[config.mk]
export PLATFORM = sky130hd
export DESIGN_NAME = mem_stage
export DESIGN_NICKNAME = d
export VERILOG_FILES = /design/src/rtl/mem_pkg.sv /design/src/rtl/mem_stage.sv
export SDC_FILE = /design/constraint.sdc
export NUM_CORES = 1
export LEC_CHECK = 0
export BUFFER_PORTS_ARGS = -buffer_cell sky130_fd_sc_hd__buf_2
export CORE_MARGIN = 2
export CORE_UTILIZATION = 44
export CTS_CLUSTER_DIAMETER = 100
export DETAILED_ROUTE_END_ITERATION = 8
export GPL_ROUTABILITY_DRIVEN = 0
export GPL_TIMING_DRIVEN = 0
export PLACE_DENSITY = 0.91
export SETUP_SLACK_MARGIN = 0.1
export SYNTH_ARGS = -nofsm -noshare
export SYNTH_HDL_FRONTEND = slang
export SYNTH_SLANG_ARGS = --single-unit
[constraint.sdc]
create_clock -name clk -period 1.8 [get_ports clk]
set_input_delay 0.27 -clock clk [delete_from_list [all_inputs] [get_ports clk]]
set_output_delay 0.27 -clock clk [all_outputs]
set_load 0.02 [all_outputs]
[src/rtl/mem_pkg.sv]
`default_nettype none

package mem_pkg;

    localparam int XLEN       = 32;
    localparam int XBYTES     = XLEN / 8;
    localparam int REG_AW     = 5;
    localparam int DMEM_DEPTH = 256;
    localparam int DMEM_AW    = $clog2(DMEM_DEPTH); // word index, addr[9:2]
    localparam int DMEM_LAT   = 2;                  // req to data valid, in cycles

    // access width codes, 2'b00 is invalid
    localparam logic [1:0] WIDTH_BYTE = 2'b01;
    localparam logic [1:0] WIDTH_HALF = 2'b10;
    localparam logic [1:0] WIDTH_WORD = 2'b11;

    typedef struct packed {
        logic [XLEN-1:0]   op_c;       // alu result or address
        logic [XLEN-1:0]   store_data;
        logic [REG_AW-1:0] reg_waddr;
        logic              reg_we;
        logic              mtype;      // memory op
        logic              mem_rw;     // 1 = store
        logic [1:0]        mem_width;
    } exmem_t;

    typedef struct packed {
        logic [XLEN-1:0]   wb_data;
        logic [REG_AW-1:0] reg_waddr;
        logic              reg_we;
    } memwb_t;

endpackage

`default_nettype wire
[src/rtl/mem_stage.sv]
`timescale 1ns/10ps
`default_nettype none

module mem_stage (
    input  logic                     clk,
    input  logic                     rst_n,
    input  logic [mem_pkg::XLEN-1:0] exmem_op_c_i,
    input  logic                     exmem_mtype_i,
    input  logic                     exmem_mem_rw_i,
    input  logic [1:0]               exmem_mem_width_i,
    input  logic [mem_pkg::XLEN-1:0] dmem_rdata_i,
    input  logic                     dmem_data_valid_i,
    input  logic                     hold_i,
    input  logic                     flush_i,
    output logic [mem_pkg::XLEN-1:0] mem_op_c_o
);
    import mem_pkg::*;

    logic [XLEN-1:0] load_buf_q;
    logic            buf_full_q;
    logic [XLEN-1:0] load_word;
    logic            is_load;

    // data valid while held, keep it until the hold lets go
    always_ff @(posedge clk or negedge rst_n) begin
        if (!rst_n) begin
            buf_full_q <= 1'b0;
        end else if (hold_i && dmem_data_valid_i) begin
            buf_full_q <= 1'b1;
        end else if (!hold_i || flush_i) begin
            buf_full_q <= 1'b0;
        end
    end

    always_ff @(posedge clk) begin
        if (hold_i && dmem_data_valid_i) begin
            load_buf_q <= dmem_rdata_i;
        end
    end

    assign is_load = exmem_mtype_i & ~exmem_mem_rw_i;

    always_comb begin
        if (dmem_data_valid_i) begin
            load_word = dmem_rdata_i;    // live
        end else if (buf_full_q) begin
            load_word = load_buf_q;      // buffered under hold
        end else begin
            load_word = '0;
        end
    end

    always_comb begin
        if (is_load) begin
            case (exmem_mem_width_i)
                WIDTH_BYTE: mem_op_c_o = {{(XLEN-8){load_word[7]}}, load_word[7:0]};
                WIDTH_HALF: mem_op_c_o = {{(XLEN-16){load_word[15]}}, load_word[15:0]};
                WIDTH_WORD: mem_op_c_o = load_word;
                default:    mem_op_c_o = '0;
            endcase
        end else begin
            mem_op_c_o = exmem_op_c_i; // alu value, or address on a store
        end
    end

endmodule

`default_nettype wire

Word-level counts from Yosys, hierarchy flattened
Index checks and enable logic that the tools add are counted.

cells by class
  eq/ne operators = 3
  mux-type cells = 6
  bitwise gates (word level) = 2
  reduce and logical (&&, ||, !) cells = 4

operator list
  cell                                                                   number
  32-bit 2-to-1 mux                                                      3
  32-bit one-hot mux with 3 select lines                                 1
  2-bit equality test, second input constant                             2
  2-bit by 1-bit equality test with 1-bit output, second input constant  1
  1-bit 2-to-1 mux                                                       2
  2-bit nonzero test                                                     1
  1-bit AND                                                              1
  1-bit logical AND                                                      1
  1-bit logical NOT                                                      1
  1-bit logical OR                                                       1
  1-bit inverter                                                         1

word-level totals
  flip-flop bits (word level) = 33
  bits of input ports = 73
  output and inout bits = 32
  word-level logic and storage cells = 17

Depth between registers and ports, before layout
  depth after elaboration = 4
  mapped depth = 7
  mapped depth without buffers = 4

Least setup slack after synthesis
Ideal clock, no wire load.

  path type = input-to-reg
  start point = input port dmem_data_valid_i
  end point = register load_buf_q[0], enable pin
  setup time = 0.392 ns
  arrival = 1.513 ns
  data required time = 1.408 ns
  setup slack = -0.105 ns
  stages = 3
  path buffers = 2
  cells stage by stage = buf_6 > clkbuf_1 > and2_1

between the ends
  longest elaborated chain between the ends = 1

RTL lines
  element               line             RTL
  from (decl)           mem_stage.sv:12  input logic dmem_data_valid_i,
  1-bit logical AND     mem_stage.sv:36  if (hold_i && dmem_data_valid_i) begin
  to (signal assigned)  mem_stage.sv:37  load_buf_q <= dmem_rdata_i;
  to (decl)             mem_stage.sv:19  logic [XLEN-1:0] load_buf_q;

No other way between the ends.
A chain may end at the register's enable or synchronous reset.

Worst setup path in the final report
  start point = register buf_full_q
  end point = output port mem_op_c_o[21] (netlist name)

between the ends
  longest elaborated chain between the ends = 4

RTL lines
  element                                 line             RTL
  from (decl)                             mem_stage.sv:20  logic buf_full_q;
  from (signal assigned)                  mem_stage.sv:27  buf_full_q <= 1'b0;
  from (signal assigned)                  mem_stage.sv:29  buf_full_q <= 1'b1;
  from (signal assigned)                  mem_stage.sv:31  buf_full_q <= 1'b0;
  32-bit 2-to-1 mux                       mem_stage.sv:46  end else if (buf_full_q) begin
  32-bit 2-to-1 mux                       mem_stage.sv:44  if (dmem_data_valid_i) begin
  32-bit one-hot mux with 3 select lines  mem_stage.sv:55  case (exmem_mem_width_i)
  32-bit 2-to-1 mux                       mem_stage.sv:54  if (is_load) begin
  to (decl)                               mem_stage.sv:15  output logic [mem_pkg::XLEN-1:0] mem_op_c_o

No other way between the ends.

==> flow_metrics.py <==
metrics = {
    "setup_path": {
        "crit_top_cell": "buf_6",
        "critical_path_required_ns": 1.53,
        "worst_path_max_delay_cell": "dfrtp_1",
        "cp_num_buf_inv": 4,
        "crit_fanout": 5,
        "cp-start-kind": "flop",
        "r2r-start": "buf_full_q$_DFFE_PN0P_",
        "arrival_ns": 1.84,
        "cp.depth": 8,
        "cp_slowest_stage_delay_ns": 0.34,
        "crit_path_cell_trace": "buf_6 > nor2b_4 > a22oi_4 > o221a_4 > buf_4 > buf_12 > o22ai_2 > buf_6",
        "cp-startpoint": "buf_full_q$_DFFE_PN0P_",
        "critical_path_class": "flop to output port",
        "r2r_cells": 5,
        "end_kind": "output port",
        "critPathTopFamily": "buffers and inverters",
    },
    "final_layout": {
        "n_antenna_cell": 0,
        "multi_input_area_um2": 967,
        "final_area_um2": 3060,
        "seqCellArea_um2": 986,
        "instances_no_fill": 332,
        "n_fill_cell": 264,
        "syn_to_final_growth_pct": 64.3,
        "drive_above_1_share": 0.582,
        "nets": 354,
    },
    "synthesis": {
        "ys_top_cells_by_area": "edfxtp_1 (52%), a22oi_1 (9.3%), o22ai_2 (6.7%), o22a_1 (3.8%), a32oi_1 (3.3%)",
        "synth.yosys.warnings": 0,
        "synth.most_common_cell": "edfxtp_1",
        "yosys.cell_types.count": 28,
        "ys.flop_type": "edfxtp_1",
        "synth_fa_ha_area_frac": 0,
        "ys_async_sr_fraction": 0.0303,
        "netlist_instances": 158,
        "synthMuxAreaShare": 0,
        "synth_seq_area_share": 0.529,
        "avgSynthCellArea_um2": 11.8,
        "synth_compound_area_frac": 0.309,
        "netlist_area_um2": 1870,
        "synth_nets": 231,
        "yosys.area_share.simple": 0.103,
        "synth_top_area_frac": 0.515,
        "yosys-top-cells-count": "edfxtp_1 (32), a22oi_1 (23), nand2_1 (16), nor2_1 (16), o22ai_2 (10)",
        "synth_xor_area_frac": 0,
        "synth_top_family_by_area": "compound AO/OA/AOI/OAI gates",
        "synth_edf_count": 32,
        "yosys_register_bits": 33,
        "yosysTopAreaCell": "edfxtp_1",
    },
    "clock_network": {
        "clockRootBuffer": "clkbuf_8",
        "clockBufferDepth": 2,
        "numCtsBuffers": 5,
        "cts_tree": "yes",
        "worstSkewPairLatency_ns": 0.28,
        "clk_pin_slew_worst_paths_ns": 0.07,
        "cts-htree-levels": 2,
        "clock-sinks": 33,
    },
    "timing": {
        "slew_violations": 0,
        "relSlewSlack": 0.555,
        "fin_crit_ns": 2.11,
        "hold_viol_final": 0,
        "tightest_slew_ns": 0.663,
        "fin_crit_sh": 1.17,
        "finalSetupViolations": 30,
        "rsz0062_at_grt": "yes",
        "max_clock_freq_mhz": 474,
        "fin_skew_ns": 0,
        "fin_ws_ns": -0.308,
    },
    "die": {
        "die_h_um": 69.1,
        "fp.coreArea_um2": 4030,
        "design.die.area_um2": 4780,
        "rows": 23,
        "die_w_um": 69.1,
        "start_util": 0.463,
        "io_pins": 105,
    },
    "global_route": {
        "grt_pass1_wl_um": 8670,
        "use_met2": 0.399,
        "use_met3": 0.0439,
        "grt_max_degree": 33,
        "use_met1": 0.280,
        "grtUsageTotal": 0.224,
        "grt_pass1_vias": 1818,
        "busiest_layer": "met2",
        "antenna_found_initial": 0,
        "grt-ovfl-total": 0,
    },
    "power": {
        "seq_power_share": 0.429,
        "sw_frac_of_total": 0.282,
        "power_density_nw_per_um2": 700,
        "leakagePower_nw": 1.24,
        "p_comb_frac": 0.310,
        "p_int_w": 0.00154,
        "clockPowerShare": 0.261,
        "ir_worst_vdd_mv": 0.541,
        "p_sw_w": 0.000605,
    },
    "drt": {
        "dr.pass1.iters": 4,
        "drt_wl_total_um": 5830,
        "drt_iter0_markers": 123,
        "ant_nets": 0,
        "vias_per_cell": 5.56,
        "vias": 1846,
        "wl_per_cell_um": 17.5,
        "drcViolationCount": 0,
    },
    "place": {
        "io_buffers": 104,
        "dp_hpwl_um": 3630,
        "dp.cells": 312,
        "place_area_um2": 2460,
    },
    "min_path": {
        "hp-start": "dmem_rdata_i[30]",
        "min_path_type": "primary input to flop",
        "holdPathStages": 1,
    },
    "flow_run": {
        "maxCapViolations": 0,
    },
    "status": {
        "status": "complete, but fails checks",
        "violations": "setup timing",
    },
}
what timing repair did:
item	in CTS	in global routing
pin swaps	3	13
hold buffers	1	0
setup endpoints to repair	64	32
gates cloned	1	0
setup buffers	8	4
resized for setup	49	48
hold endpoints to repair	1	0
final timing paths:
path | endpoint | slack (ns)
worst max-delay path | mem_op_c_o[21] | -0.31
worst min-delay path | load_buf_q[30]$_DFFE_PP_ | 0.18
worst max register to register | buf_full_q$_DFFE_PN0P_ | 0.62
worst min register to register | buf_full_q$_DFFE_PN0P_ | 1.01
max in group asynchronous | buf_full_q$_DFFE_PN0P_ | 1.41
min in group asynchronous | buf_full_q$_DFFE_PN0P_ | 0.30
cells by family (layout without fill, tap and decap cells):
family / after synthesis / in the layout
compound gates: 67 / 67
simple gates: 42 / 42
flops: 33 / 33
buf+inv: 16 / 140
cells in the final DEF, fill, tap and decap left out, drive strengths merged, types with 2 or more instances in the layout:
cell type / instances
buf: 126
edfxtp: 32
a22oi: 24
nor2: 17
nand2: 16
o22ai: 16
clkbuf: 13
o21ai: 9
o22a: 8
a32oi: 8
nor2b: 3
nand2b: 2
and2: 2
per-stage QoR:
| step | setup TNS, ns | hold slack, ns | util | setup slack (ns) | power, W |
|---|---|---|---|---|---|
| finish | -6.62 | 0.182 | 0.761 | -0.308 | 0.00214 |
| global route | -8.22 | 0.173 | 0.761 | -0.343 | 0.00223 |
| CTS | -6.95 | 0.173 | 0.714 | -0.323 | 0.00207 |
| detailed placement | -9.12 | 0.0475 | 0.610 | -0.226 | 0.00140 |
| global placement | -6.99 | 0.0489 | 0.610 | -0.174 | 0.00139 |
| floorplan | 0 | -0.0256 | - | 0.0933 | 0.00121 |
layer usage:
layer / vias to the layer above / part of all wire
li1: 875 / -
met1: 864 / 0.38
met2: 101 / 0.53
met3: 6 / 0.077
met4: 0 / 0.014
met5: - / 0
layout make-up:
cell class | instances | area share
sequential | 33 | 0.322
multi-input combinational | 109 | 0.316
timing repair buffer | 117 | 0.276
buffer | 15 | 0.0372
clock buffer | 8 | 0.0294
tap | 50 | 0.0204
worst register-to-register path, cell delays in order, from the launching register on:
cell,delay (ns)
dfrtp_1,0.37
buf_6,0.12
buf_12,0.11
buf_4,0.15
nor2b_1,0.14
o21a_1,0.17
flip-flops by register name (all words and copies together) (netlist names):
name / cells
buf_full_q: 1
load_buf_q: 32
power by group through the flow:
stage | clock network [W] | registers, W | logic [W]
global route | 0.000609 | 0.000923 | 0.000703
floorplan | 0 | 0.000927 | 0.000284
finish | 0.000559 | 0.000920 | 0.000665
CTS | 0.000568 | 0.000917 | 0.000585
global placement | 0 | 0.000930 | 0.000458
detailed placement | 0 | 0.000931 | 0.000469
(Power assumes the default switching activity.)
